File: config.mk
export PLATFORM = sky130hd
export DESIGN_NAME = addr_decode
export DESIGN_NICKNAME = d
export VERILOG_FILES = /design/src/design/bus_pkg.sv /design/src/design/map_pkg.sv /design/src/design/addr_decode.sv
export SDC_FILE = /design/constraint.sdc
export NUM_CORES = 1
export LEC_CHECK = 0
export BUFFER_PORTS_ARGS = -buffer_cell sky130_fd_sc_hd__buf_2
export CORE_AREA = 2 2 39 41
export DETAILED_ROUTE_END_ITERATION = 6
export DIE_AREA = 0 0 41 43
export PLACE_DENSITY = 0.46
export SYNTH_ARGS = -nofsm -noshare
export SYNTH_HDL_FRONTEND = slang
export SYNTH_SLANG_ARGS = --single-unit
File: constraint.sdc
create_clock -name vclk -period 1.2
set_input_delay 0 -clock vclk [all_inputs]
set_output_delay 0 -clock vclk [all_outputs]
set_load 0.05 [all_outputs]
File: src/rom_image.hex
// boot rom image, one 32-bit word per line, word 0 first
3c1d0000
27bd0400
8fa40000
00000000
24020001
ac820004
1440fffe
00000000
0bad0c0d
5a5aa5a5
12345678
9abcdef0
deadbeef
cafef00d
0f1e2d3c
fffffffe

File: src/design/bus_pkg.sv
package bus_pkg;

	// near view: region nibble over a flat offset
	typedef struct packed {
		logic [3:0] region;
		logic [27:0] offset;
	} near_addr_t;

	// far view: region, device, then offset within the device
	typedef struct packed {
		logic [3:0] region;
		logic [3:0] device;
		logic [23:0] offset;
	} far_addr_t;

	typedef union packed {
		near_addr_t near;
		far_addr_t far;
	} addr_u;

	typedef struct packed {
		logic request;
		addr_u address;
	} fetch_req_t;

	typedef struct packed {
		logic request;
		logic rw;
		addr_u address;
		logic [31:0] wdata;
	} bus_req_t;

	typedef struct packed {
		logic ready;
		logic [31:0] rdata;
	} bus_rsp_t;

	typedef enum logic {
		MASTER_FETCH = 1'b0,
		MASTER_DATA = 1'b1
	} master_t;

	// one-hot, exactly one bit set by the decoder
	typedef struct packed {
		logic rom;
		logic ram;
		logic sysreg;
		logic fault;
	} target_sel_t;

endpackage

File: src/design/map_pkg.sv
package map_pkg;

	// ==================================================
	// regions, top nibble of the address
	localparam logic [3:0] REGION_ROM = 4'h0;
	localparam logic [3:0] REGION_RAM = 4'h2;
	localparam logic [3:0] REGION_FAR = 4'h5;

	// far devices, bits 27:24
	localparam logic [3:0] DEVICE_SYSREG = 4'h9;

	// ==================================================
	// boot rom
	localparam int ROM_WORDS = 16;
	localparam string ROM_IMAGE = "/design/src/rom_image.hex";

	// system register word offsets
	localparam logic [1:0] SYSREG_ID = 2'd0;
	localparam logic [1:0] SYSREG_LEDS = 2'd1;
	localparam logic [1:0] SYSREG_SCRATCH = 2'd2;

endpackage

File: src/design/addr_decode.sv
`timescale 1ns/1ps

module addr_decode import bus_pkg::*, map_pkg::*; #(
	parameter int RAM_WORDS = 256
) (
	input addr_u i_address,
	output target_sel_t o_select
);

	localparam logic [27:0] ROM_BYTES = 28'(ROM_WORDS * 4);
	localparam logic [27:0] RAM_BYTES = 28'(RAM_WORDS * 4);

	always_comb begin
		o_select = '0;
		case (i_address.near.region)
			REGION_ROM: begin
				if (i_address.near.offset < ROM_BYTES)
					o_select.rom = 1'b1;
				else
					o_select.fault = 1'b1;
			end
			REGION_RAM: begin
				if (i_address.near.offset < RAM_BYTES)
					o_select.ram = 1'b1;
				else
					o_select.fault = 1'b1;
			end
			REGION_FAR: begin
				// second decode, far view by device nibble
				if (i_address.far.device == DEVICE_SYSREG)
					o_select.sysreg = 1'b1;
				else
					o_select.fault = 1'b1;
			end
			default: o_select.fault = 1'b1;
		endcase
	end

endmodule

==> out/qor.txt <==
Worst Setup End Kind: output port
Antenna Cells: 0
Hold Buf Count CTS: 0
Routed WL: 563 um
status: complete, but fails checks
DP HPWL: 539 um
largest net degree at the start of global routing: 4
Leak: 0.000175 uW
port bufs: 30
worst relative slew slack: 78.9%
Rows: 14
# DRC: 0
overall die height: 43 um
global route overflow: 0
actual slew at the worst max-slew pin: 0.313 ns
DR vias/cell: 4.06
Max Cap Violations: 0
Inst Count DP: 65
DR WL/cell: 8.66 um
simple logic cell fraction of the synthesized area: 84.7%
CP arrival: 1.40 ns
die area: 1760 sq um
mux share of post-synthesis cell area: 0%
RSZ-0062 raised after global routing: yes
Peak VDD IR: 0.0684 mV
Required @ worst endpoint: 1.20 ns
most numerous cell in the Yosys netlist: nor4_1
Storage cell area: 0 sq um
Synth warnings: 0
Worst setup SP type: input pin
antenna-violating nets left: 0
Die W: 41 um
highest metal used: met3
top cells by area, synth: nor4_1 15%, nand4_1 10%, nor4_2 10%, or4_4 9.2%, a221o_1 8.2%
Syn-to-layout area delta: 186%
Routed met1 length: 239 um
Util after Layout: 25.3%
routed wl met3: 72 um
share of the yosys chip area belonging to registers: 0%
Crit Path Class: input pin to output port
Post-Syn Instances: 17
post-route non-filler standard cell count: 65
fillers: 163
Cell Area, Synth: 123 sq um
total global-route track usage: 6.49%
WL met2: 252 um
vias post-DR: 264
Synth Area in Compound Gates: 12.2%
final count of negative-setup-slack endpoints: 3
antenna violations before repair: 0
num sequential: 0
Slew Limit Fails: 0
Synth top cells by count: 3 x nor4_1, 2 x nand4_1, 2 x nor2_1
Post-Syn Area per Cell: 7.21 sq um
Crit-path slowest cell: or4_4
vias in the first global route: 215
Initial Utilization: 8.86%
Final period util: 117%
highest clock rate: 715 MHz
first-pass GRT wire length: 855 um
PnR Total Power: 72.1 uW
Final Hold Vio Count: 0
DR pass1 iterations: 2
core area: 1380 sq um
Synth Net Count: 49
XOR/XNOR share of the synthesized area: 0%
setup ws final: -0.199 ns
violated checks: negative setup slack
DR iter-0 viols: 6
critical path startpoint: i_address[25]
Synth top area share: 15.3%
Hold WC Path Type: input pin to output port
CP Max Fanout: 3
library cells used by synthesis: 13
fin nets: 83
slowest stage delay, CP: 0.52 ns
Setup Fix Bufs, Post-CTS: 0
main combinational cell family by area after synthesis: simple AND/OR/NAND/NOR gates
I/O Pins: 36
clkbuf count: 0
area leader, netlist: nor4_1
power per cell area: 206 nW/um^2
critical-path cell list: buf_6, or4_4, nor3_2, nand4_1, a221o_2, buf_8
share of cells above drive strength 1: 77.6%
Post-Synth Adder-Cell Area: 0%
Setup WS pre-CTS: -0.296 ns
Final GP Congestion: 0.643
HP Start: i_address[31]
minimum clock period: 1.40 ns
power breakdown:
part           leakage [uW]  total (uW)  internal (uW)  switching, uW
clock                     0           0              0              0
sequential                0           0              0              0
combinational      0.000175        72.1           43.7           28.5
final cells by class:
| class | count | area, sq um | area share, % |
|---|---|---|---|
| inverter | 1 | 3.75 | 1.07 |
| multi-input combinational | 16 | 133 | 37.9 |
| tap | 16 | 20.0 | 5.71 |
| timing repair buffer | 32 | 194 | 55.4 |
path summary, 6_finish.rpt:
path                       to  slack, ns  depth (start not counted)
setup / recovery  o_select[0]      -0.20                          6
hold / removal    o_select[1]       0.34                          3
cells in the final DEF, fill, tap and decap left out:
master    n
and4b_2   1
nor2_1    2
inv_1     1
nor3_2    1
nor4_1    3
buf_8     1
buf_2    26
nand4_1   2
buf_6     3
or4_4     1
nor3_1    1
nor3b_4   1
buf_4     2
nor4_2    1
a221o_2   1
nor4b_1   1
o21ai_0   1
logic make-up (layout without fill, tap and decap cells):
group | Yosys count | after routing
AND/OR/NAND/NOR | 14 | 14
AO/OA/AOI/OAI | 2 | 2
buffers and inverters | 1 | 33
routing by layer:
| layer | vias to the layer above | track usage, % |
|---|---|---|
| met2 | 17 | 9.69 |
| met3 | 0 | 0 |
| met4 | 0 | 0 |
| li1 | 140 | - |
| met1 | 107 | 10.8 |
| met5 | - | 0 |
worst max-delay path: cells and delay by family:
kind                   cells  cell delay, ns
buffers and inverters      2            0.25
AO/OA/AOI/OAI              1            0.38
AND/OR/NAND/NOR            3            0.77
metrics by stage:
| step | area, sq um | hold slack (ns) | TNS, ns |
|---|---|---|---|
| after floorplan | 136 | 0.176 | -0.256 |
| after global placement | 322 | 0.346 | -0.744 |
| after detailed placement | 322 | 0.343 | -0.814 |
| after CTS | 350 | 0.344 | -0.589 |
| after global routing | 350 | 0.356 | -0.697 |
| final | 350 | 0.341 | -0.509 |
timing repair:
action / in CTS / in global routing
gates resized for setup: 8 / 0
setup endpoints to repair: 3 / 3
hold endpoints to repair: 0 / 0
pin swaps: 0 / 0
Note: power is estimated with default switching activity, not from simulation.
