<file path="src/design/bus_pkg.sv">
package bus_pkg;

	// near view: region nibble over a flat offset
	typedef struct packed {
		logic [3:0] region;
		logic [27:0] offset;
	} near_addr_t;

	// far view: region, device, then offset within the device
	typedef struct packed {
		logic [3:0] region;
		logic [3:0] device;
		logic [23:0] offset;
	} far_addr_t;

	typedef union packed {
		near_addr_t near;
		far_addr_t far;
	} addr_u;

	typedef struct packed {
		logic request;
		addr_u address;
	} fetch_req_t;

	typedef struct packed {
		logic request;
		logic rw;
		addr_u address;
		logic [31:0] wdata;
	} bus_req_t;

	typedef struct packed {
		logic ready;
		logic [31:0] rdata;
	} bus_rsp_t;

	typedef enum logic {
		MASTER_FETCH = 1'b0,
		MASTER_DATA = 1'b1
	} master_t;

	// one-hot, exactly one bit set by the decoder
	typedef struct packed {
		logic rom;
		logic ram;
		logic sysreg;
		logic fault;
	} target_sel_t;

endpackage

</file>
<file path="src/design/response_mux.sv">
`timescale 1ns/1ps

module response_mux import bus_pkg::*; (
	input logic i_clock,
	input logic i_reset,
	input bus_req_t i_bus,
	input target_sel_t i_select,
	input master_t i_owner,
	input bus_rsp_t i_rom,
	input bus_rsp_t i_ram,
	input bus_rsp_t i_sysreg,
	output bus_rsp_t o_rsp,
	output logic o_fault,
	output logic [31:0] o_fault_address,
	output master_t o_fault_master
);

	logic fault_accept;
	logic fault_ready;
	logic fault_seen;

	assign fault_accept = i_select.fault && i_bus.request && !fault_ready;

	always_ff @(posedge i_clock) begin
		if (i_reset) begin
			fault_ready <= 1'b0;
			fault_seen <= 1'b0;
		end else begin
			fault_ready <= fault_accept;
			if (fault_accept)
				fault_seen <= 1'b1;
		end
	end

	// sticky, only the first fault after reset is kept
	always_ff @(posedge i_clock) begin
		if (fault_accept && !fault_seen) begin
			o_fault_address <= i_bus.address;
			o_fault_master <= i_owner;
		end
	end

	always_comb begin
		if (i_select.rom)
			o_rsp = i_rom;
		else if (i_select.ram)
			o_rsp = i_ram;
		else if (i_select.sysreg)
			o_rsp = i_sysreg;
		else
			o_rsp = '{ready: fault_ready, rdata: 32'h0};
	end

	assign o_fault = fault_seen;

endmodule

</file>
<file path="config.mk">
export PLATFORM = sky130hd
export DESIGN_NAME = response_mux
export DESIGN_NICKNAME = d
export VERILOG_FILES = /design/src/design/bus_pkg.sv /design/src/design/response_mux.sv
export SDC_FILE = /design/constraint.sdc
export NUM_CORES = 1
export LEC_CHECK = 0
export CAP_MARGIN = 20
export CELL_PAD_IN_SITES_DETAIL_PLACEMENT = 1
export CELL_PAD_IN_SITES_GLOBAL_PLACEMENT = 1
export CORE_AREA = 2 2 93 95
export DETAILED_ROUTE_END_ITERATION = 10
export DIE_AREA = 0 0 95 97
export DONT_BUFFER_PORTS = 1
export HOLD_SLACK_MARGIN = 0.15
export PLACE_DENSITY = 0.49
export SYNTH_ARGS = -nofsm -noshare
export SYNTH_HDL_FRONTEND = slang
export SYNTH_SLANG_ARGS = --single-unit
</file>
<file path="constraint.sdc">
create_clock -name i_clock -period 5.1 [get_ports i_clock]
set_clock_uncertainty 0.2 [all_clocks]
set_input_delay 0.51 -clock i_clock [delete_from_list [all_inputs] [get_ports i_clock]]
set_output_delay 0.51 -clock i_clock [all_outputs]
set_load 0.01 [all_outputs]
</file>
==> impl_results.html <==
<table>
<tr><th>Metric</th><th>Value</th></tr>
<tr><th colspan="2">Placed design</th></tr>
<tr><td>Total cell area at the placement stage</td><td>1770 sq um</td></tr>
<tr><td>Dpl hpwl</td><td>4.20 mm</td></tr>
<tr><td>Weighted congestion at the end of routability-driven global placement</td><td>0.644</td></tr>
<tr><td>Minimum setup slack after placement</td><td>2.80 ns</td></tr>
<tr><td>Count of port buffers added during placement</td><td>0</td></tr>
<tr><th colspan="2">Global route</th></tr>
<tr><td>Pin count of the biggest net entering global routing</td><td>67</td></tr>
<tr><td>Antenna violations before repair</td><td>0</td></tr>
<tr><td>Wire length of the first global-routing pass</td><td>7.51 mm</td></tr>
<tr><td>Overall Global Routing Usage</td><td>10.8%</td></tr>
<tr><td>GRT Residual Overflow</td><td>0</td></tr>
<tr><td>Vias in the first global route</td><td>1430</td></tr>
<tr><th colspan="2">Yosys</th></tr>
<tr><td>Gate count after technology mapping</td><td>156</td></tr>
<tr><td>Synthesized area divided by synthesized cell count</td><td>11.1 sq um</td></tr>
<tr><td>Share of the yosys chip area belonging to registers</td><td>59.4%</td></tr>
<tr><td>Area of the mapped netlist</td><td>1740 sq um</td></tr>
<tr><td>Syn Nets</td><td>328</td></tr>
<tr><td>Number of synthesized register bits</td><td>35</td></tr>
<tr><td>Netlist cell types</td><td>17</td></tr>
<tr><td>Yosys warnings</td><td>0</td></tr>
<tr><th colspan="2">Finish</th></tr>
<tr><td>Commonest cells after routing, fill and taps aside</td><td>34 x sky130_fd_sc_hd__dlygate4sd3_1, 33 x sky130_fd_sc_hd__nand2_1, 33 x sky130_fd_sc_hd__edfxtp_1</td></tr>
<tr><td>Post-layout net count</td><td>356</td></tr>
<tr><td>Util after Layout</td><td>27.2%</td></tr>
<tr><td>Area of all placed cells without fillers</td><td>2210 sq um</td></tr>
<tr><td>Layout area overhead</td><td>27.3%</td></tr>
<tr><td>Share of post-route cells with drive strength above 1</td><td>6.49%</td></tr>
<tr><td>Final antenna diode count</td><td>0</td></tr>
<tr><td>Leading cell type in the layout, fill and taps excluded</td><td>sky130_fd_sc_hd__dlygate4sd3_1</td></tr>
<tr><td>Fillers</td><td>931</td></tr>
<tr><th colspan="2">Power</th></tr>
<tr><td>Reg power frac</td><td>53.4%</td></tr>
<tr><td>Power density over cell area</td><td>289 nW/um^2</td></tr>
<tr><td>Worst IR drop on VDD</td><td>187 uV</td></tr>
<tr><td>Int Pwr</td><td>0.491 mW</td></tr>
<tr><td>Switching power as a share of total power</td><td>23.3%</td></tr>
<tr><td>Leakage power total</td><td>0.737 nW</td></tr>
<tr><td>Switching component of the power</td><td>0.149 mW</td></tr>
<tr><td>Clk pwr share</td><td>33.7%</td></tr>
<tr><td>Fraction of power consumed by combinational cells</td><td>12.9%</td></tr>
<tr><th colspan="2">Routing</th></tr>
<tr><td>Via-to-Cell Ratio</td><td>4.85</td></tr>
<tr><td>Detailed-route via count</td><td>1406</td></tr>
<tr><td>M1 wire length</td><td>1.64 mm</td></tr>
<tr><td>Initial drt markers</td><td>23</td></tr>
<tr><td>Routed length on met2</td><td>3.36 mm</td></tr>
<tr><td>Post-route DRC</td><td>0</td></tr>
<tr><td>Routed WL per cell</td><td>18.9 microns</td></tr>
<tr><td>DRT Pass-1 Iters</td><td>4</td></tr>
<tr><td>Top metal layer carrying routed signals</td><td>met4</td></tr>
<tr><td>Post-DRT Antenna Nets</td><td>0</td></tr>
<tr><td>Met3 Wirelength</td><td>458 microns</td></tr>
<tr><td>Total detailed-routing wirelength</td><td>5.47 mm</td></tr>
<tr><th colspan="2">Setup path</th></tr>
<tr><td>Category of the worst setup path capture point</td><td>output pin</td></tr>
<tr><td>Largest driver fanout on the critical path</td><td>31</td></tr>
<tr><td>Classification of the worst setup path</td><td>input pin to output pin</td></tr>
<tr><td>Arrival time worst endpoint</td><td>1.57 ns</td></tr>
<tr><td>Crit path launch type</td><td>input pin</td></tr>
<tr><td>Worst Path Required</td><td>4.39 ns</td></tr>
<tr><th colspan="2">Clock tree</th></tr>
<tr><td>Number of levels in the clock H-tree</td><td>2</td></tr>
<tr><td>Reg clk slew, reported paths</td><td>0.07 ns</td></tr>
<tr><td>Number of hold buffers added after cts</td><td>34</td></tr>
<tr><td>Number of buffers added for setup after CTS</td><td>0</td></tr>
<tr><td>TritonCTS clock tree</td><td>yes</td></tr>
<tr><td>CTS Buf Count</td><td>5</td></tr>
<tr><td>Number of sinks driven by the clock tree</td><td>35</td></tr>
<tr><td>Post_cts resized</td><td>0</td></tr>
<tr><td>CTS max path bufs</td><td>2</td></tr>
<tr><td>Worst-Skew Late Latency</td><td>0.28 ns</td></tr>
<tr><td>Root cell of the clock tree</td><td>sky130_fd_sc_hd__clkbuf_8</td></tr>
<tr><th colspan="2">STA</th></tr>
<tr><td>Final setup slack of the worst path</td><td>2.82 ns</td></tr>
<tr><td>Hold Fails Final Rpt</td><td>0</td></tr>
<tr><td>Number of pins exceeding their max-slew limit in the final report</td><td>0</td></tr>
<tr><td>Worst slew slack as a fraction of its limit</td><td>54.4%</td></tr>
<tr><td>Share of the clock period used by the worst path</td><td>44.7%</td></tr>
<tr><td>Minimum clock period</td><td>2.28 ns</td></tr>
<tr><td>Upper clock frequency limit</td><td>0.438 GHz</td></tr>
<tr><td>Number of failing setup endpoints in the final timing report</td><td>0</td></tr>
<tr><td>Aggregate negative setup slack</td><td>0 ns</td></tr>
<tr><td>Unrepaired setup endpoints after global routing</td><td>no</td></tr>
<tr><td>Hold slack</td><td>0.266 ns</td></tr>
<tr><td>Transition time at the pin with the least slew margin</td><td>0.682 ns</td></tr>
<tr><th colspan="2">Floorplan</th></tr>
<tr><td>Core Region</td><td>8130 sq um</td></tr>
<tr><td>Core Rows</td><td>33</td></tr>
<tr><td>Height of the die</td><td>97 microns</td></tr>
<tr><td>Starting Density</td><td>21.4%</td></tr>
<tr><td>Die X</td><td>95 microns</td></tr>
<tr><td>Number of ports placed on the die boundary</td><td>239</td></tr>
<tr><td>Die area</td><td>9220 sq um</td></tr>
<tr><th colspan="2">Hold path</th></tr>
<tr><td>Class of the worst hold path</td><td>input pin to register</td></tr>
<tr><th colspan="2">Outcome</th></tr>
<tr><td>Outcome</td><td>finished, final reports clean</td></tr>
<tr><th colspan="2">Flow run</th></tr>
<tr><td>Number of maximum-capacitance violations</td><td>0</td></tr>
</table>
cell usage after synthesis, drive strengths merged:
| library cell | n | area share, % |
|---|---|---|
| edfxtp | 33 | 57 |
| inv | 1 | 0.22 |
| buf | 12 | 6.0 |
| mux2 | 1 | 0.65 |
| a21oi | 2 | 0.58 |
| a22oi | 31 | 13 |
| o21ai | 33 | 9.5 |
| nand3b | 1 | 0.43 |
| clkbuf | 2 | 0.43 |
| nand2 | 33 | 7.1 |
| mux2i | 1 | 0.58 |
| and3b | 1 | 0.50 |
| nor2 | 2 | 0.43 |
| dfxtp | 2 | 2.3 |
| nor2b | 1 | 0.79 |
per-stage QoR:
stage / instances / power, mW
5_1_grt: 290 / 0.672
3_3_place_gp: 248 / 0.409
2_1_floorplan: 156 / 0.412
6_report: 290 / 0.640
4_1_cts: 290 / 0.646
3_5_place_dp: 248 / 0.411
worst paths after layout:
kind / slack (ns) / from / endpoint / cells past startpoint
worst max register to register: 3.44 / fault_ready / o_fault_address[3] / 3
worst min-delay path: 0.27 / i_bus[65] / fault_ready / 2
worst min register to register: 0.36 / o_fault / o_fault / 2
worst max-delay path: 2.82 / i_select[1] / o_rsp[0] / 3
layout make-up:
cell class              count  area [sq um]  area share (%)
flip-flops and latches     35          1030            46.6
well taps                 105           131            5.94
multi-input cells         106           593            26.8
clock inverters             1          7.51           0.340
repair buffers             35           348            15.7
clock buffers               7          96.3            4.36
inverters                   1          3.75           0.170
kinds of logic after synthesis:
| group | after synthesis | share of synthesized area [%] |
|---|---|---|
| flip-flops | 35 | 59.4 |
| buffers and inverters | 15 | 6.63 |
| AND/OR/NAND/NOR | 38 | 9.29 |
| AO/OA/AOI/OAI | 66 | 23.5 |
| multiplexers | 2 | 1.22 |
worst max-delay path, cell delays in order:
cell	delay [ns]
sky130_fd_sc_hd__nor2b_4	0.56
sky130_fd_sc_hd__a22oi_1	0.13
sky130_fd_sc_hd__o21ai_0	0.37
sequential cells by signal (all words and copies together) (netlist names):
name             cells
o_fault_address     32
fault_ready          1
o_fault              1
o_fault_master       1
layer usage:
metal,vias up,global-route usage [%]
met2,101,23.1
met3,2,3.97
li1,642,-
met4,0,2.34
met1,661,8.53
met5,-,0
power groups by stage:
stage	Sequential (mW)	Combinational (mW)	Clock (mW)
after global routing	0.343	0.0926	0.236
final	0.342	0.0824	0.216
after global placement	0.348	0.0605	0
after floorplan	0.346	0.0665	0
after detailed placement	0.348	0.0625	0
after CTS	0.342	0.0833	0.221
No activity file was read; power rests on OpenSTA's default activity.
