$ cat src/design/bus_pkg.sv
package bus_pkg;

	// near view: region nibble over a flat offset
	typedef struct packed {
		logic [3:0] region;
		logic [27:0] offset;
	} near_addr_t;

	// far view: region, device, then offset within the device
	typedef struct packed {
		logic [3:0] region;
		logic [3:0] device;
		logic [23:0] offset;
	} far_addr_t;

	typedef union packed {
		near_addr_t near;
		far_addr_t far;
	} addr_u;

	typedef struct packed {
		logic request;
		addr_u address;
	} fetch_req_t;

	typedef struct packed {
		logic request;
		logic rw;
		addr_u address;
		logic [31:0] wdata;
	} bus_req_t;

	typedef struct packed {
		logic ready;
		logic [31:0] rdata;
	} bus_rsp_t;

	typedef enum logic {
		MASTER_FETCH = 1'b0,
		MASTER_DATA = 1'b1
	} master_t;

	// one-hot, exactly one bit set by the decoder
	typedef struct packed {
		logic rom;
		logic ram;
		logic sysreg;
		logic fault;
	} target_sel_t;

endpackage

$ cat src/design/bus_arbiter.sv
`timescale 1ns/1ps

module bus_arbiter import bus_pkg::*; (
	input logic i_clock,
	input logic i_reset,

	input fetch_req_t i_fetch,
	input bus_req_t i_data,
	output bus_rsp_t o_fetch,
	output bus_rsp_t o_data,

	output bus_req_t o_bus,
	input bus_rsp_t i_bus,
	output master_t o_owner
);

	typedef enum logic {
		ST_IDLE,
		ST_BUSY
	} state_t;

	state_t state;
	master_t owner;
	bus_req_t granted;
	logic bus_done;

	assign bus_done = (state == ST_BUSY) && i_bus.ready;

	always_ff @(posedge i_clock) begin
		if (i_reset) begin
			state <= ST_IDLE;
			owner <= MASTER_FETCH;
		end else begin
			case (state)
				ST_IDLE: begin
					// data port has priority, fetch just waits
					if (i_data.request) begin
						granted <= i_data;
						owner <= MASTER_DATA;
						state <= ST_BUSY;
					end else if (i_fetch.request) begin
						granted <= '{request: 1'b1, rw: 1'b0,
							address: i_fetch.address, wdata: 32'h0};
						owner <= MASTER_FETCH;
						state <= ST_BUSY;
					end
				end
				ST_BUSY: begin
					// one idle cycle after each transfer, the owner drops its request
					if (i_bus.ready)
						state <= ST_IDLE;
				end
				default: state <= ST_IDLE;
			endcase
		end
	end

	assign o_bus = '{request: state == ST_BUSY, rw: granted.rw,
		address: granted.address, wdata: granted.wdata};
	assign o_owner = owner;

	// response goes back to whoever holds the grant
	assign o_fetch = '{ready: bus_done && (owner == MASTER_FETCH), rdata: i_bus.rdata};
	assign o_data = '{ready: bus_done && (owner == MASTER_DATA), rdata: i_bus.rdata};

endmodule

$ cat config.mk
export PLATFORM = sky130hd
export DESIGN_NAME = bus_arbiter
export DESIGN_NICKNAME = d
export VERILOG_FILES = /design/src/design/bus_pkg.sv /design/src/design/bus_arbiter.sv
export SDC_FILE = /design/constraint.sdc
export NUM_CORES = 1
export LEC_CHECK = 0
export ABC_AREA = 1
export BUFFER_PORTS_ARGS = -buffer_cell sky130_fd_sc_hd__buf_2
export CAP_MARGIN = 20
export CORE_AREA = 2 2 105 107
export CTS_BUF_LIST = sky130_fd_sc_hd__clkbuf_4
export CTS_CLUSTER_DIAMETER = 80
export DETAILED_ROUTE_END_ITERATION = 16
export DIE_AREA = 0 0 107 109
export PLACE_DENSITY = 0.66
export SYNTH_ARGS = -nofsm -noshare
export SYNTH_HDL_FRONTEND = slang
export SYNTH_SLANG_ARGS = --single-unit
$ cat constraint.sdc
create_clock -name i_clock -period 4.6 [get_ports i_clock]
set_clock_uncertainty 0.05 [all_clocks]
set_input_delay 0.23 -clock i_clock [delete_from_list [all_inputs] [get_ports i_clock]]
set_output_delay 0.23 -clock i_clock [all_outputs]
set_load 0.005 [all_outputs]
==> results.md, run 1 <==
* Outcome: complete, no violations
* Final period utilization at 0.403
* PostCTS Resize Cnt at 0
* Antenna diodes at 0
* Hold_sp: i_data[31]
* Synth cell types at 14
* Post-synth top cells: 65 x buf_4, 65 x edfxtp_1, 35 x inv_1, 35 x nand2_1, 29 x mux2_2
* Cell depth of the worst flop-to-flop path at 4
* CTS tree: done
* H-tree levels at 3
* Worst-path maximum fanout at 59
* Post-Synth XOR/XNOR Area at 0
* Setup repair after global routing missed its margin: false
* Area grow syn2layout at 27.3%
* Number of max-cap violations at 0
* Die height at 109 µm
* Num ports at 267
* Post-synthesis adder-cell area fraction at 0
* Gate power share at 0.129
* Final Non-Filler Cells at 529
* Nets at 518
* Vias in the first global route at 2,186
* Worst slew pin tran at 0.771 ns
* Switching share of total power at 0.228
* Core Box Area at 10,600 µm²
* P per Cell Area at 326 nW/µm²
* Synth Area in Compound Gates at 0.00925
* Post-synthesis area per instance at 13.0 µm²
* Simple-Gate Fraction of Synth Area at 0.0478
* Tmin final at 1.85 ns
* DRC at 0
* Vias at 2,146
* Netlist Area Pre-Place at 3250 µm²
* Avg Vias per Cell at 4.06
* Worst-path clk slew at 0.12 ns
* Final hold viol count at 0
* Hold Path Class: in -> reg
* Mapped Cells at 249
* Slew Limit Headroom at 0.486
* Crit path capture type: register
* Initial Utilization at 0.306
* Seq cells post-synth at 67
* Worst-skew pair later-pin latency at 0.40 ns
* Largest family of logic cells by synthesized area: buffers and inverters
* Die ar. at 11,700 µm²
* First-pass GRT wire length at 11,800 µm
* Synth top area cells: edfxtp_1 60%, buf_4 15%, mux2_2 10%
* Setup_tns at 0 ns
* P_leak at 2.01 nW
* GP Congestion at 0.727
* Post-synth top area cell: edfxtp_1
* Peak supply drop at 140 µV
* Max-slew violation count at 0
* Wire length per cell at 15.8 µm
* Max Root-Sink Buffers at 2
* Worst Hold Endpoint: o_bus[31]
* Num CTS Buffers at 9
* Routed wire length at 8360 µm
* Reg-to-reg endpoint: o_bus[14]
* Sw Pwr at 307 µW
* WP data required at 4.60 ns
* Total track usage at 0.139
* Post-Place Cells at 489
* HPWL after DPL at 6200 µm
* Hold-critical path depth at 3
* # setup viols final at 0
* Routed Antenna Nets at 0
* Mux contribution to synthesized area at 0.114
* Setup fix buffers added after clock tree synthesis at 0
* DR pass1 iterations at 4
* Initial antenna violation count at 0
* FP Rows at 38
* CTS Sinks at 67
* Critical path startpoint category: register
* Port Buffers at 170
* Critical R2R Launch: state
* Largest net degree at the start of global routing at 67
* Critical Path Start: state
* Arrival time worst endpoint at 1.85 ns
* Fmax at 0.540 GHz
* Clock network power share at 0.330
* Int Pwr at 1.04 mW
* Die width at 107 µm
* R2R setup slack at 2.75 ns
* CP Class: reg -> reg
* Root Driver: clkbuf_4
* EDFF count, synth at 65
* Syn Nets at 383
* Sequential element share of the synthesized area at 0.613
* Worst hold slack at 0.0448 ns
* Fraction of layout cells with a size suffix above 1 at 0.578
* Initial detailed-routing violation count at 114
* Ys flop type: edfxtp_1
* Yosys warnings at 0
* Fillcell total at 1,025
* Top-area cell type share of the netlist area at 0.601
* Power share of the sequential group at 0.541
* Total power at 1.35 mW
* GR Overflow Total at 0
* Ys async rst share at 0
==> area by class of cell <==
type / instances / area (µm²) / area share
tap: 140 / 175 / 0.0424
multi-input combinational: 75 / 564 / 0.137
clock inverter: 6 / 90.1 / 0.0218
inverter: 35 / 131 / 0.0318
clock buffer: 10 / 75.1 / 0.0182
sequential: 67 / 1990 / 0.482
timing repair buffer: 196 / 1110 / 0.268
==> worst max-delay path: stages (launching register included) <==
cell and delay, ns:
dfxtp_1 0.34, inv_1 0.12, o21ai_4 0.09, nor2_4 0.20
buf_4 0.65
==> registers in the layout (all words and copies together) (netlist names) <==
register  count
state         1
o_bus        65
o_owner       1
==> placed cells by master (no fill, tap or decap) <==
cell,n
o21ai_4,1
or2_2,1
nor2_1,2
mux2_4,3
buf_4,2
bufinv_16,2
dfxtp_1,2
inv_1,35
clkinvlp_4,1
dlygate4sd3_1,24
clkinv_2,1
nand2_2,1
nand2_1,35
clkinv_4,2
a21oi_2,1
mux2_2,29
edfxtp_1,65
buf_2,170
clkbuf_4,10
nor2_4,1
a21oi_1,1
==> through the flow <==
step | setup WS, ns | instance area, µm² | util
finish | 2.75 | 4130 | 0.390
global route | 2.59 | 4130 | 0.390
CTS | 2.70 | 4120 | 0.389
detailed placement | 2.72 | 3730 | 0.352
global placement | 2.78 | 3730 | 0.352
floorplan | 0.851 | 3250 | -
==> cell families (layout without fill, tap and decap cells) <==
logic type      after synthesis  in the layout
mux                          32             32
simple gates                 40             40
compound gates                3              3
buf+inv                     107            247
flops                        67             67
==> what timing repair did <==
item / 4_1_cts / 5_1_grt
setup endpoints to repair: 0 / 0
hold buffers: 23 / 1
endpoints found under the hold margin: 23 / 1
==> power by group through the flow <==
| stage | combinational (mW) | sequential [mW] | clock (mW) |
|---|---|---|---|
| floorplan | 0.111 | 0.749 | 0 |
| global placement | 0.157 | 0.742 | 0 |
| detailed placement | 0.161 | 0.743 | 0 |
| CTS | 0.177 | 0.729 | 0.469 |
| global route | 0.194 | 0.732 | 0.494 |
| finish | 0.174 | 0.728 | 0.445 |
==> layer usage <==
metal	global-route usage	routed length (µm)	vias up
met2	0.260	4640	146
li1	-	-	1019
met3	0.0616	826	23
met5	0	0	-
met4	0.0612	213	0
met1	0.130	2680	958
==> worst max-delay path by stage <==
stage | to | cells past startpoint
after floorplan | o_bus[0] | 3
after global placement | o_bus[6] | 4
after detailed placement | o_bus[6] | 4
after CTS | o_bus[25] | 4
after global routing | o_bus[12] | 4
final | o_bus[14] | 4
Note: power is estimated with default switching activity, not from simulation.
==> run 2: changes to the inputs <==
Clock period 4.6 ns to 1.95 ns, I/O delays scaled along.
==> run 2 against run 1 <==
Power grew 140%; register-to-register slack lost 2.3 ns; clock power grew 110%; non-clock buffer count grew 78; sequential power grew 140%; worst setup slack lost 2.3 ns; fmax grew 23%; critical path type unchanged; largest cell class unchanged; highest routed layer unchanged.
==> results.md, run 2 (same netlist as run 1, synthesis figures left out) <==
* Die height at 109 µm (unchanged)
* Max-slew violation count at 0 (unchanged)
* Clock network power share at 0.287 (was 0.330)
* HPWL after DPL at 5950 µm (was 6200 µm)
* Dpl ws at 0.570 ns (was 2.72 ns)
* DRC at 0 (unchanged)
* Int Pwr at 2.46 mW (was 1.04 mW)
* Max Root-Sink Buffers at 2 (unchanged)
* Port Buffers at 170 (unchanged)
* Slew Limit Headroom at 0.767 (was 0.486)
* Most common cell after layout, fill and taps aside: buf_2 (unchanged)
* Initial antenna violation count at 1 (was 0)
* Vias at 2,451 (was 2,146)
* CTS tree: done (unchanged)
* R2R setup slack at 0.44 ns (was 2.75 ns)
* First-pass GRT wire length at 12,800 µm (was 11,800 µm)
* DR pass1 iterations at 4 (unchanged)
* Worst-path clk slew at 0.11 ns (was 0.12 ns)
* Reg-to-reg endpoint: state (was o_bus[14])
* P per Cell Area at 652 nW/µm² (was 326 nW/µm²)
* Gate power share at 0.177 (was 0.129)
* FP Rows at 38 (unchanged)
* Worst slew pin tran at 0.350 ns (was 0.771 ns)
* Most frequent cells in the layout: 170 x buf_2, 101 x dlygate4sd3_1, 65 x edfxtp_1, 35 x inv_1, 35 x nand2_1 (was 170 x buf_2, 65 x edfxtp_1, 35 x inv_1, 35 x nand2_1, 29 x mux2_2)
* Crit path capture type: register (unchanged)
* P_leak at 2.33 nW (was 2.01 nW)
* Worst hold slack at 0.145 ns (was 0.0448 ns)
* Setup repair after global routing missed its margin: false (unchanged)
* Critical path startpoint category: register (unchanged)
* Initial detailed-routing violation count at 147 (was 114)
* Die ar. at 11,700 µm² (unchanged)
* Fraction of layout cells with a size suffix above 1 at 0.484 (was 0.578)
* Arrival time worst endpoint at 1.82 ns (was 1.85 ns)
* Worst-path maximum fanout at 3 (was 59)
* Max FFs per register at 65 (unchanged)
* Core Box Area at 10,600 µm² (unchanged)
* Outcome: complete, no violations (unchanged)
* Hold Path Class: in -> out (was in -> reg)
* Worst-skew pair later-pin latency at 0.41 ns (was 0.40 ns)
* Power share of the sequential group at 0.536 (was 0.541)
* Fmax at 0.664 GHz (was 0.540 GHz)
* Setup_tns at 0 ns (unchanged)
* Vias in the first global route at 2,532 (was 2,186)
* Critical R2R Launch: state (unchanged)
* Tmin final at 1.51 ns (was 1.85 ns)
* Peak supply drop at 267 µV (was 140 µV)
* WP data required at 2.26 ns (was 4.60 ns)
* Avg Vias per Cell at 4.03 (was 4.06)
* Initial Utilization at 0.306 (unchanged)
* Switching share of total power at 0.231 (was 0.228)
* Total track usage at 0.148 (was 0.139)
* PostCTS Resize Cnt at 0 (unchanged)
* CP Class: reg -> reg (unchanged)
* Routed Antenna Nets at 0 (unchanged)
* Number of max-cap violations at 0 (unchanged)
* Critical Path Start: state (unchanged)
* H-tree levels at 3 (unchanged)
* # setup viols final at 0 (unchanged)
* Root Driver: clkbuf_4 (unchanged)
* Sw Pwr at 741 µW (was 307 µW)
* Area grow syn2layout at 51.3% (was 27.3%)
* CTS Sinks at 67 (unchanged)
* Die width at 107 µm (unchanged)
* GR Overflow Total at 0 (unchanged)
* Setup fix buffers added after clock tree synthesis at 0 (unchanged)
* Num ports at 267 (unchanged)
* Cell depth of the worst flop-to-flop path at 4 (unchanged)
* Hold-critical path depth at 0 (was 3)
* Num CTS Buffers at 9 (unchanged)
* Final hold viol count at 0 (unchanged)
* Nets at 596 (was 518)
* GP Congestion at 0.692 (was 0.727)
* Largest net degree at the start of global routing at 66 (was 67)
* Final period utilization at 0.773 (was 0.403)
* Wire length per cell at 14.6 µm (was 15.8 µm)
* Routed wire length at 8900 µm (was 8360 µm)
* Setup WS post-layout at 0.443 ns (was 2.75 ns)
* CP endpoint: state (was o_bus[14])
[run 2: worst min path at each step]
stage               from         end  slack, ns
2_1_floorplan    i_reset     o_owner       0.11
3_3_place_gp   i_bus[30]  o_data[30]       0.15
3_5_place_dp   i_bus[30]  o_data[30]       0.15
4_1_cts        i_bus[30]  o_data[30]       0.15
5_1_grt        i_bus[30]  o_data[30]       0.15
6_report       i_bus[30]  o_data[30]       0.15
[run 2: metrics by stage]
stage / instances / power, mW / cell area [µm²] / util
after floorplan: 249 / 2.03 / 3250 / -
after global placement: 490 / 2.12 / 3760 / 0.355
after detailed placement: 490 / 2.13 / 3760 / 0.355
after CTS: 607 / 3.24 / 4910 / 0.463
after global routing: 608 / 3.37 / 4910 / 0.463
final: 608 / 3.20 / 4910 / 0.463
[run 2: cell type report]
type	instances	area (µm²)
inverter	35	131
multi-input combinational	75	564
antenna	1	2.50
clock buffer	11	82.6
sequential	67	1990
fill	962	5690
tap	140	175
timing repair buffer	274	1910
clock inverter	5	55.1
[run 2: power groups by stage]
stage	Sequential [mW]	Combinational (mW)	Clock, mW
floorplan	1.76	0.265	0
global placement	1.75	0.377	0
detailed placement	1.75	0.386	0
CTS	1.72	0.567	0.955
global route	1.73	0.622	1.02
finish	1.72	0.566	0.921
[run 2: critical path: stages, from the launching register on]
cell and delay, ns:
dfxtp_1 0.36, inv_1 0.09, or2_2 0.28, a21oi_1 0.12
dlygate4sd3_1 0.55
[run 2: timing repair]
| action | 4_1_cts | 5_1_grt |
|---|---|---|
| endpoints found under the hold margin | 67 | 0 |
| endpoints found under the setup margin | 0 | 0 |
| hold buffers | 101 | 0 |
[run 2: layer usage]
layer  share of wire  vias to the layer above  track usage
li1                -                     1172            -
met1            0.33                     1079        0.134
met2            0.55                      184        0.285
met3           0.095                       16       0.0502
met4           0.028                        0       0.0872
met5               0                        -            0
