[config.mk]
export PLATFORM = sky130hd
export DESIGN_NAME = sys_registers
export DESIGN_NICKNAME = d
export VERILOG_FILES = /design/src/design/bus_pkg.sv /design/src/design/map_pkg.sv /design/src/design/sys_registers.sv
export SDC_FILE = /design/constraint.sdc
export NUM_CORES = 1
export LEC_CHECK = 0
export BUFFER_PORTS_ARGS = -buffer_cell sky130_fd_sc_hd__buf_2
export CELL_PAD_IN_SITES_DETAIL_PLACEMENT = 1
export CELL_PAD_IN_SITES_GLOBAL_PLACEMENT = 1
export CORE_UTILIZATION = 41
export DETAILED_ROUTE_END_ITERATION = 16
export GPL_TIMING_DRIVEN = 0
export PLACE_DENSITY = 0.86
export SLEW_MARGIN = 20
export SYNTH_ARGS = -nofsm -noshare
export SYNTH_HDL_FRONTEND = slang
export SYNTH_SLANG_ARGS = --single-unit
[constraint.sdc]
create_clock -name i_clock -period 6.91 [get_ports i_clock]
set_clock_uncertainty 0.15 [all_clocks]
set_input_delay 1.0365 -clock i_clock [delete_from_list [all_inputs] [get_ports i_clock]]
set_output_delay 1.0365 -clock i_clock [all_outputs]
set_load 0.05 [all_outputs]
[src/rom_image.hex]
// boot rom image, one 32-bit word per line, word 0 first
3c1d0000
27bd0400
8fa40000
00000000
24020001
ac820004
1440fffe
00000000
0bad0c0d
5a5aa5a5
12345678
9abcdef0
deadbeef
cafef00d
0f1e2d3c
fffffffe

[src/design/bus_pkg.sv]
package bus_pkg;

	// near view: region nibble over a flat offset
	typedef struct packed {
		logic [3:0] region;
		logic [27:0] offset;
	} near_addr_t;

	// far view: region, device, then offset within the device
	typedef struct packed {
		logic [3:0] region;
		logic [3:0] device;
		logic [23:0] offset;
	} far_addr_t;

	typedef union packed {
		near_addr_t near;
		far_addr_t far;
	} addr_u;

	typedef struct packed {
		logic request;
		addr_u address;
	} fetch_req_t;

	typedef struct packed {
		logic request;
		logic rw;
		addr_u address;
		logic [31:0] wdata;
	} bus_req_t;

	typedef struct packed {
		logic ready;
		logic [31:0] rdata;
	} bus_rsp_t;

	typedef enum logic {
		MASTER_FETCH = 1'b0,
		MASTER_DATA = 1'b1
	} master_t;

	// one-hot, exactly one bit set by the decoder
	typedef struct packed {
		logic rom;
		logic ram;
		logic sysreg;
		logic fault;
	} target_sel_t;

endpackage

[src/design/map_pkg.sv]
package map_pkg;

	// ==================================================
	// regions, top nibble of the address
	localparam logic [3:0] REGION_ROM = 4'h0;
	localparam logic [3:0] REGION_RAM = 4'h2;
	localparam logic [3:0] REGION_FAR = 4'h5;

	// far devices, bits 27:24
	localparam logic [3:0] DEVICE_SYSREG = 4'h9;

	// ==================================================
	// boot rom
	localparam int ROM_WORDS = 16;
	localparam string ROM_IMAGE = "/design/src/rom_image.hex";

	// system register word offsets
	localparam logic [1:0] SYSREG_ID = 2'd0;
	localparam logic [1:0] SYSREG_LEDS = 2'd1;
	localparam logic [1:0] SYSREG_SCRATCH = 2'd2;

endpackage

[src/design/sys_registers.sv]
`timescale 1ns/1ps

module sys_registers import bus_pkg::*, map_pkg::*; #(
	parameter logic [31:0] DEVICE_ID = 32'd1
) (
	input logic i_clock,
	input logic i_reset,
	input bus_req_t i_bus,
	input logic i_select,
	output bus_rsp_t o_rsp,
	output logic [9:0] o_leds
);

	logic [1:0] offset;
	logic accept;
	logic rsp_ready;
	logic [31:0] rsp_rdata;
	logic [31:0] read_word;
	logic [9:0] leds;
	logic [31:0] scratch;

	assign offset = i_bus.address.far.offset[3:2];
	assign accept = i_select && i_bus.request && !rsp_ready;

	always_comb begin
		case (offset)
			SYSREG_ID: read_word = DEVICE_ID;
			SYSREG_LEDS: read_word = {22'h0, leds};
			SYSREG_SCRATCH: read_word = scratch;
			default: read_word = 32'h0;
		endcase
	end

	always_ff @(posedge i_clock) begin
		if (i_reset) begin
			rsp_ready <= 1'b0;
			leds <= 10'h0;
			scratch <= 32'h0;
		end else begin
			rsp_ready <= accept;
			// id is read only
			if (accept && i_bus.rw) begin
				if (offset == SYSREG_LEDS)
					leds <= i_bus.wdata[9:0];
				if (offset == SYSREG_SCRATCH)
					scratch <= i_bus.wdata;
			end
		end
	end

	always_ff @(posedge i_clock) begin
		if (accept)
			rsp_rdata <= read_word;
	end

	assign o_rsp = '{ready: rsp_ready, rdata: rsp_rdata};
	assign o_leds = leds;

endmodule

==> results.txt, run 1 <==
The peak clock frequency supported by timing came out at 424 MHz. For the worst setup path, the data required time is 7.03 ns. The number of DRC violations after detailed-routing iteration 0 is 55. The antenna diode count is 0. The pin count of the biggest net entering global routing came out at 26. The count of endpoints failing setup in the final report came out at 0. The total of hold buffers inserted after clock tree synthesis came out at 0. The leakage power figure is 1.56 nW. The cell count after synthesis came out at 249. The routed length on met2 is 3.31 mm.

The number of global-route vias before repair came out at 2,196. TritonCTS built the clock tree. The highest net fanout along the worst path is 25. The number of setup buffers added after CTS is 0. The fill cell instance count of the final layout came out at 817. From bottom edge to top edge, the die measures 89.0 um. The number of placement rows came out at 31. The number of enable flip-flop cells after synthesis came out at 32. The post-synthesis to final-layout area growth is 24.6%. The biggest area contributor in the post-synthesis netlist is edfxtp_1. Clock latency on the worst-skew pair, taken at its later pin, is 0.34 ns. The pre-antenna-repair detailed-routing pass consisted of 4 iterations. Across the whole layout, storage elements account for 0.00182 mm2. Once the floorplan was initialized, standard cells occupied 42.6% of the core. The total nets after synthesis came out at 318. The reported max-cap violation count came out at 0.

The worst hold path belongs to the class flop to flop. The root buffer cell chosen for the clock tree is clkbuf_8. In the post-synthesis netlist, the biggest area contributors are edfxtp_1 31%, dfxtp_1 28%, nand2b_1 15%.

The die extent in x is 89.0 um. The floorplan step defined a die boundary enclosing 0.00792 mm2. The detailed-routing wirelength on met1 came out at 2.97 mm.

The clock period minus final worst setup slack is 2.36 ns. The number of sinks on the clock net is 75. After layout, the design draws a total of 0.000924 W. The overall routed net length is 6.84 mm. The ratio of cells with drive above 1 in the final layout came out at 30.6%. The sum of met3 wire segment lengths after detailed routing came out at 459 um.

The leading cell type in the layout, fill and taps excluded is buf_2. The number of failing hold endpoints at the final stage is 0. The via-per-instance ratio came out at 4.71.

For this run, asynchronously set or reset flops after synthesis account for 0%. The portion of the post-synthesis area used by sequential elements is 58.7%. The estimated wirelength of the detail-placed design is 4.85 mm. The maximum clock path buffer count came out at 2. Setup repair after global routing left no endpoint under its margin.

The worst voltage drop across the vdd grid is 0.000110 V. The setup TNS is 0 ns. The multi-input combinational cells in the finished layout cover a total of 0.00117 mm2. After detailed routing, the average wire length per cell comes to 15.4 um. The total of flip-flops plus latches after synthesis came out at 75.

The actual slew at the worst max-slew pin came out at 0.530 ns. The synthesized area is 0.00310 mm2. The part of the cycle the worst path needs came out at 34.2%. The critical path launch point type is an input port. The power density of the placed cells came out at 239 mW/mm2. The detailed router used layers up to and including met4. The most used flip-flop cell after synthesis is dfxtp_1. The initial antenna violation count is 0. Of the post-synthesis cell area, the dominant cell type holds 31.0%. The global-route wire length before repair is 10.9 mm.

In the layout the commonest cells are 81 x buf_2, 75 x nand2b_1, 43 x dfxtp_1, 42 x mux2i_1, 32 x edfxtp_1. The max-slew headroom at the worst pin is 64.7%. The area of the core region came out at 0.00729 mm2. The run finished with clean final reports.

The global-route congestion overflow total came out at 0. The congestion estimate from routability-driven global placement came to 0.661. The number of H-tree levels is 3.

The overall global routing resource usage is 18.9%. The final-report max-slew violation count is 0. The data arrival time of the critical path is 2.48 ns. The number of nets at the end of the flow came out at 410. The number of warning messages in the yosys log came out at 0. For this run, design rule violations remaining after detail routing come to 0. After clock tree synthesis, the repair step resized 0 gates. Averaged over all synthesized cells, the footprint is 12.5 um2.

The number of different library cells used by synthesis comes to 17. The number of antenna-violating nets in the routed design is 0. Counting the buffers created by CTS gives 9. The clock input transition at the sequential cells of the worst setup and hold paths is 0.09 ns. STA classifies the critical path endpoint as a flop. The number of vias in the routed layout came out at 2,096.

Pin placement for this block handled 112 I/O pins. Input and output buffers added on the ports amount to 80. By startpoint and endpoint, the worst setup path is classified as input port to flop.
[cells in the mapped netlist (2+ instances only)]
| master | count |
|---|---|
| nand2b_1 | 75 |
| nor2b_1 | 3 |
| buf_8 | 3 |
| buf_4 | 2 |
| dfxtp_1 | 43 |
| mux2i_1 | 42 |
| edfxtp_1 | 32 |
| a22o_1 | 9 |
| clkbuf_1 | 11 |
| and2_1 | 22 |
[area by class of cell]
class | count | share of cell area [%]
clock buffer | 10 | 3.85
sequential | 75 | 47.1
timing repair buffer | 81 | 10.9
clock inverter | 6 | 1.78
multi-input combinational | 156 | 30.2
tap | 99 | 3.20
buffer | 18 | 3.04
[worst paths after layout]
| kind | cells past startpoint | end | from | slack, ns |
|---|---|---|---|---|
| min reg2reg | 2 | scratch[22]$_SDFFE_PP0P_ | scratch[22]$_SDFFE_PP0P_ | 0.32 |
| min | 2 | scratch[22]$_SDFFE_PP0P_ | scratch[22]$_SDFFE_PP0P_ | 0.32 |
| max | 7 | scratch[13]$_SDFFE_PP0P_ | i_bus[65] | 4.55 |
| max reg2reg | 6 | scratch[13]$_SDFFE_PP0P_ | rsp_ready$_SDFF_PP0_ | 4.96 |
[cell families (layout without fill, tap and decap cells)]
logic type             after synthesis  after routing  synth area share, %
buffers and inverters               18            115                 3.79
flip-flops                          75             75                 58.7
AO/OA/AOI/OAI                       10             10                 2.70
AND/OR/NAND/NOR                    104            104                 21.3
multiplexers                        42             42                 13.5
[layer usage]
metal / GRT usage [%] / up-vias
met1: 21.8 / 996
li1: - / 1021
met2: 33.2 / 69
met3: 4.99 / 10
met5: 0 / -
met4: 8.08 / 0
[power by group]
group	internal (W)	total, W	switching [W]
Sequential	0.000471	0.000474	0.00000342
Combinational	0.0000298	0.0000875	0.0000578
Clock	0.000191	0.000363	0.000171
[per-stage QoR]
step	instance area [um2]	setup WS [ns]	util, %	cells	hold slack [ns]
global route	3870	4.48	53.0	445	0.346
detailed placement	3650	4.18	50.1	429	0.314
floorplan	3100	4.02	-	249	0.294
CTS	3870	4.54	53.0	445	0.329
finish	3870	4.55	53.0	445	0.322
global placement	3630	3.45	49.8	428	0.303
[worst max-delay path: stages]
cell     delay, ns
buf_2         0.08
and3b_2       0.38
buf_12        0.23
and3_4        0.20
buf_6         0.13
buf_8         0.17
mux2i_1       0.24
[sequential cells by signal, summed over array words and instances (netlist names)]
register   cells
o_leds        10
scratch       32
rsp_ready      1
rsp_rdata     32
Power figures use the tool's default switching activity.
==> run 2: changes to the inputs <==
CORE_UTILIZATION = 38   (was 41)
PLACE_DENSITY = 0.81   (was 0.86)
clock period = 2.25 ns   (was 6.91 ns; I/O delays follow)
==> run 2 against run 1 <==
Sequential share of layout area is 0.26 points higher. Utilization is 3.8 points lower. Clock-buffer cell count stayed put. Clock power grew to 2.7 times the previous value. Register-to-register slack worse by 4.6 ns. Non-clock buffer count stayed put. Sequential power grew to 3.1 times the previous value. Largest power group unchanged.
==> results.txt, run 2 (synthesized netlist as in run 1, its figures left out) <==
Traced cell by cell, the critical path runs through and3b_2, and3_4, buf_6, buf_8, mux2i_1. Clock-pin slew was measured on the worst setup and hold paths at 0.08 ns. The starting density of the core is 39.8%.

The global placer's final weighted congestion came out at 0.725. The number of global-route vias before repair came out at 2,257. The design draws 0.00273 W. The actual slew at the worst max-slew pin came out at 0.571 ns. The overall routed net length is 6.86 mm.

The number of vias in the routed layout came out at 2,119. The later-pin clock latency in the skew report is 0.34 ns. The power density of the placed cells is 709 mW/mm2. The antenna diode count came out at 0. The post-cts sizing count is 0. The largest single stage delay on the critical path is 0.54 ns. In this run the count of I/O pins placed on the die edge is 112.

Once layout is complete, the utilization of the core stands at 49.3%. The initialized floorplan defines 32 standard-cell rows. The min-delay analysis places its worst path in the category input port to flop.

The count of endpoints failing setup in the final report came out at 0. The area used by sequential logic in the layout is 0.00182 mm2. The critical path buffer and inverter count is 2.

STA classifies the critical path startpoint as a flop. The peak clock frequency supported by timing is 541 MHz. Setup repair after global routing left no endpoint under its margin. Entering global routing, the biggest net connects 19 pins. The die extent in x came out at 92.4 um. STA classifies the critical path endpoint as a flop.

The area used by multi-input combinational logic came out at 0.00117 mm2. The share of total power in sequential cells came out at 53.5%. The final-report max-slew violation count is 0. The number of buffers inserted by port buffering is 80. The number of sinks on the clock net is 75. The number of failing hold endpoints at the final stage came out at 0. In this run the vertical extent of the chip is 92.4 um. The clock tree from TritonCTS is done. The routed length per placed instance came out at 15.3 um. The internal portion of total power came out at 0.00204 W. The proportion of power drawn by the clock network came out at 36.6%. The overall global routing resource usage is 17.0%.

The via-per-instance ratio came out at 4.73. Among cell families on the critical path, the largest total delay comes from simple AND/OR/NAND/NOR gates. The flow ran to the end, and the final reports show no timing, DRC or antenna violations. The ratio of cells with drive above 1 in the final layout came out at 30.3%. The number of H-tree levels is 3. The clock period minus final worst setup slack came out at 1.85 ns.

In this run the remaining antenna-violating nets after routing total 0. For this design the total switching power over the nets is 0.000682 W. The reg-to-reg startpoint is rsp_ready$_SDFF_PP0_.

For this block, the initial DRC count from the detailed router was 52. The highest net fanout along the worst path is 18. The global-route congestion overflow total is 0. The estimated wirelength of the detail-placed design is 4.76 mm. The number of optimization iterations in the first detailed-route pass is 4.

The initial antenna violation count came out at 0. The first global-routing pass estimated 11.0 mm of wire. STA puts the critical path data required time at 2.36 ns.

The library cells used most frequently in the layout, excluding fill and tap cells, are 81 x buf_2, 75 x nand2b_1, 43 x dfxtp_1, 42 x mux2i_1, 32 x edfxtp_1. The remaining routing DRC violations came out at 0. The TritonCTS buffer count came out at 9. The reported max-cap violation count came out at 0. The total die area came out at 0.00853 mm2. The tree is rooted in a clkbuf_8. The combinational power share is 9.9%. The leakage power figure came out at 1.56 nW.

The data arrival time of the critical path came out at 1.96 ns. The startpoint identified for the worst hold timing path is i_bus[23]. The maximum clock path buffer count came out at 2. The part of the cycle the worst path needs is 82.1%. After the last flow step, the layout net total stands at 410. The worst voltage drop across the vdd grid is 0.000241 V. The total of hold buffers inserted after clock tree synthesis is 0.

On the critical path, the stage with the largest delay is an instance of and3b_2. Relative to the synthesized area, the layout overhead comes to 23.9%. The worst pin sits at a relative slew slack of 62.0%.

The fraction of power spent switching nets came out at 25.0%. Post-CTS timing repair inserted 0 buffers for setup. The fill cell instance count of the final layout came out at 869.

The launching instance or port of the critical path is rsp_ready$_SDFF_PP0_. The type of the worst setup path is flop to flop. The core region is 0.00781 mm2. The library cell used most frequently in the layout, excluding fill and tap cells, is buf_2.
-- run 2: cell types whose count changed in the layout (fill, tap and decap cells not counted), sizes merged --
| cell | change |
|---|---|
| clkinv | +2 |
| inv | -2 |
-- run 2: path summary, 6_finish.rpt --
path / to / slack, ns / cells past startpoint
worst min-delay path: scratch[23]$_SDFFE_PP0P_ / 0.1 / 3
worst max-delay path: scratch[20]$_SDFFE_PP0P_ / 0.40 / 5
worst max register to register: scratch[20]$_SDFFE_PP0P_ / 0.40 / 5
worst min register to register: scratch[30]$_SDFFE_PP0P_ / 0.32 / 2
-- run 2: area by class of cell --
class,count,area share [%]
sequential,75,47.4
multi-input combinational,156,30.3
timing repair buffer,81,11.1
clock buffer,10,3.32
tap,102,3.32
buffer,18,3.06
clock inverter,6,1.50
-- run 2: through the flow --
step	setup TNS, ns	setup slack (ns)	hold slack, ns	instance area (um2)	cells
final	0	0.403	0.0986	3850	448
after global placement	-24.05	-0.581	0.303	3630	431
after floorplan	0	0.0560	0.294	3100	249
after CTS	0	0.355	0.0814	3850	448
after detailed placement	0	0.314	0.314	3660	432
after global routing	0	0.285	0.0955	3850	448
-- run 2: metal layers --
| metal | vias up | GRT usage, % | share of wire [%] |
|---|---|---|---|
| met5 | - | 0 | 0 |
| met4 | 0 | 7.29 | 1.4 |
| met3 | 8 | 4.19 | 6.1 |
| met2 | 68 | 28.8 | 48 |
| met1 | 1016 | 20.6 | 45 |
| li1 | 1027 | - | - |
-- run 2: worst reg2reg max path, cell delays in order (launching register included) --
cell	delay (ns)
dfxtp_1	0.31
and3b_2	0.54
and3_4	0.26
buf_6	0.13
buf_8	0.16
mux2i_1	0.21
-- run 2: power groups by stage --
stage	combinational (W)	clock [W]	sequential [W]
after global placement	0.000266	0	0.00149
final	0.000271	0.000998	0.00146
after detailed placement	0.000275	0	0.00149
after floorplan	0.0000912	0	0.00158
after global routing	0.000290	0.00108	0.00146
after CTS	0.000276	0.00102	0.00146
==> run 3: changes to the inputs <==
clock period = 1.7 ns   (was 2.25 ns; I/O delays follow)
==> run 3 against run 2 <==
Setup slack lost 0.35 ns. Worst hold slack lost 0.080 ns. Critical path depth is the same. Die area did not move. Fmax rose by 12%. Wire length up 4.4%. Power rose by 33%. Final cell count rose by 0.45%. Sequential power is 32% higher. Via count decreased by 0.85%.
==> results.txt, run 3 (synthesized netlist as in run 1, its figures left out) <==
The worst voltage drop across the vdd grid is 0.000497 V. Leaving out fill and tap cells, the most frequent cell in the layout is buf_2. The clock period minus final worst setup slack is 1.64 ns.

The worst-path cell with the longest stage delay is dfxtp_1. The number of placement rows is 32. The area of the core region came out at 0.00781 mm2. The initial antenna violation count came out at 0. The later-pin clock latency in the skew report came out at 0.33 ns. The number of failing hold endpoints at the final stage came to 0. The final-report max-slew violation count came out at 0. The data required time at the worst endpoint came out at 1.80 ns.

The endpoint type of the worst setup path is a flop. The worst setup path is launched from a flop. The global placer's final weighted congestion came out at 0.732.

Once detail routing completed, the nets flagged for antenna violations numbered 0. The vertical die dimension is 92.4 um. The count of endpoints failing setup in the final report is 0. The first detailed-routing pass took 4 iterations. The number of buffers inserted by port buffering came out at 80.

The first global-routing pass estimated 11.5 mm of wire. The number of H-tree levels came out at 3. Entering global routing, the biggest net connects 18 pins. The worst setup margin came out at 0.0568 ns.

After detailed routing, the number of remaining DRC violations is 0. Walking the worst path, the cells encountered are and3b_4, and3_4, buf_6, buf_8, mux2i_1. The overall routed net length is 7.16 mm.

The number of nets at the end of the flow came out at 412. Setup repair after global routing left no endpoint under its margin. The data arrival time of the critical path came out at 1.74 ns. Dividing the detail-routed via count by the number of cells gives 4.67. The tightest min-delay check is of the input port to flop type. The TritonCTS buffer count is 9. Cell internal power was estimated by the tool at 0.00272 W. The utilization after layout is 49.4%. Power comes to 0.00362 W. The actual slew at the worst max-slew pin came out at 0.528 ns. TritonCTS built the clock tree.

The maximum cell stage delay along the critical path came out at 0.35 ns. The critical path in this run is classified as flop to flop. The initial utilization of the core area, before any placement, comes to 39.8%. The antenna diode count came out at 0. The share of total power in sequential cells is 53.2%. The clock network burns 36.7% of the power. The net load switching power came out at 0.000905 W. The global-route congestion overflow total is 0. Global routing used 17.9% of the available tracks across all layers. Leaving out fill and tap cells, the most frequent cells in the layout are 81 x buf_2, 75 x nand2b_1, 43 x dfxtp_1, 42 x mux2i_1, 32 x edfxtp_1. After detailed routing, the average wire length per cell comes to 15.9 um. The instance area at placement came out at 0.00364 mm2. The final instance area is 0.00385 mm2. The reported max-cap violation count is 0.

Across all layers, the routed design uses 2,101 vias. The max-slew headroom at the worst pin is 64.8%. Timing would allow up to 609 MHz. After clock tree synthesis, the clock-pin slew on the worst setup and hold paths is 0.08 ns. The combinational power share came out at 10.0%.

Before CTS, the worst setup slack after placement is -0.334 ns. The post-synthesis to final-layout area growth is 24.2%. Summed over all nets, the half-perimeter wirelength after detailed placement is 4.64 mm.

The ratio of cells with drive above 1 in the final layout is 31.0%. Summed over all cells, the static leakage comes to 1.56 nW. The number of placed I/O pins came out at 112. The number of global-route vias before repair is 2,261. After the first detailed-routing iteration, the DRC count stood at 45. Clock tree synthesis found a total of 75 sinks. The total die area came out at 0.00853 mm2. The power density of the placed cells is 940 mW/mm2. In the finished design, the share of the clock period the worst path needs comes to 96.7%. The fraction of power spent switching nets came out at 25.0%.

The highest net fanout along the worst path is 10. The clock root buffer master is clkbuf_8. The run finished with clean final reports. From left edge to right edge, the die measures 92.4 um.

The maximum clock path buffer count is 2.
-- run 3: cell types whose count changed in the layout (fill, tap and decap cells not counted), sizes merged --
cell   delta
buf       +1
and3b     +1
-- run 3: critical path: cells and delay by family, from the launching register on --
family / cells / cell delay [ns]
flops: 1 / 0.35
simple gates: 2 / 0.52
mux: 1 / 0.25
buf+inv: 2 / 0.30
-- run 3: path summary, 6_finish.rpt --
kind,depth (start not counted),slack (ns),startpoint,to
max,5,0.06,rsp_ready$_SDFF_PP0_,scratch[5]$_SDFFE_PP0P_
min reg2reg,2,0.32,scratch[11]$_SDFFE_PP0P_,scratch[11]$_SDFFE_PP0P_
max reg2reg,5,0.06,rsp_ready$_SDFF_PP0_,scratch[5]$_SDFFE_PP0P_
min,3,0.02,i_bus[11],scratch[11]$_SDFFE_PP0P_
-- run 3: what timing repair did --
| action | 4_1_cts | 5_1_grt |
|---|---|---|
| setup endpoints to repair | 42 | 0 |
| endpoints found under the hold margin | 0 | 0 |
| gates resized for setup | 1 | 0 |
| hold buffers | 0 | 0 |
| buffers inserted | 2 | 0 |
-- run 3: metal layers --
| metal | wire, um | track usage, % | share of wire, % | up-vias |
|---|---|---|---|---|
| li1 | - | - | - | 1032 |
| met1 | 3300 | 22.4 | 46 | 994 |
| met2 | 3400 | 30.5 | 47 | 68 |
| met3 | 395 | 4.11 | 5.5 | 7 |
| met4 | 70 | 5.86 | 0.98 | 0 |
| met5 | 0 | 0 | 0 | - |
-- run 3: power groups by stage --
stage / combinational (W) / clock [W] / sequential [W]
after floorplan: 0.000122 / 0 / 0.00208
after global placement: 0.000352 / 0 / 0.00197
after detailed placement: 0.000358 / 0 / 0.00197
after CTS: 0.000370 / 0.00136 / 0.00193
after global routing: 0.000388 / 0.00145 / 0.00193
final: 0.000363 / 0.00133 / 0.00193
-- run 3: area by class of cell --
type	count	area, um2
clock buffer	10	128
fill	879	3950
clock inverter	6	66.3
multi-input combinational	157	1180
tap	102	128
timing repair buffer	82	415
sequential	75	1820
buffer	18	118
-- run 3: through the flow --
step	instances	setup TNS (ns)	hold slack, ns
6_report	450	0	0.0189
5_1_grt	450	0	0.0141
4_1_cts	450	0	0.000321
3_5_place_dp	431	-9.44	0.315
3_3_place_gp	431	-7.73	0.303
2_1_floorplan	249	-0.458	0.260
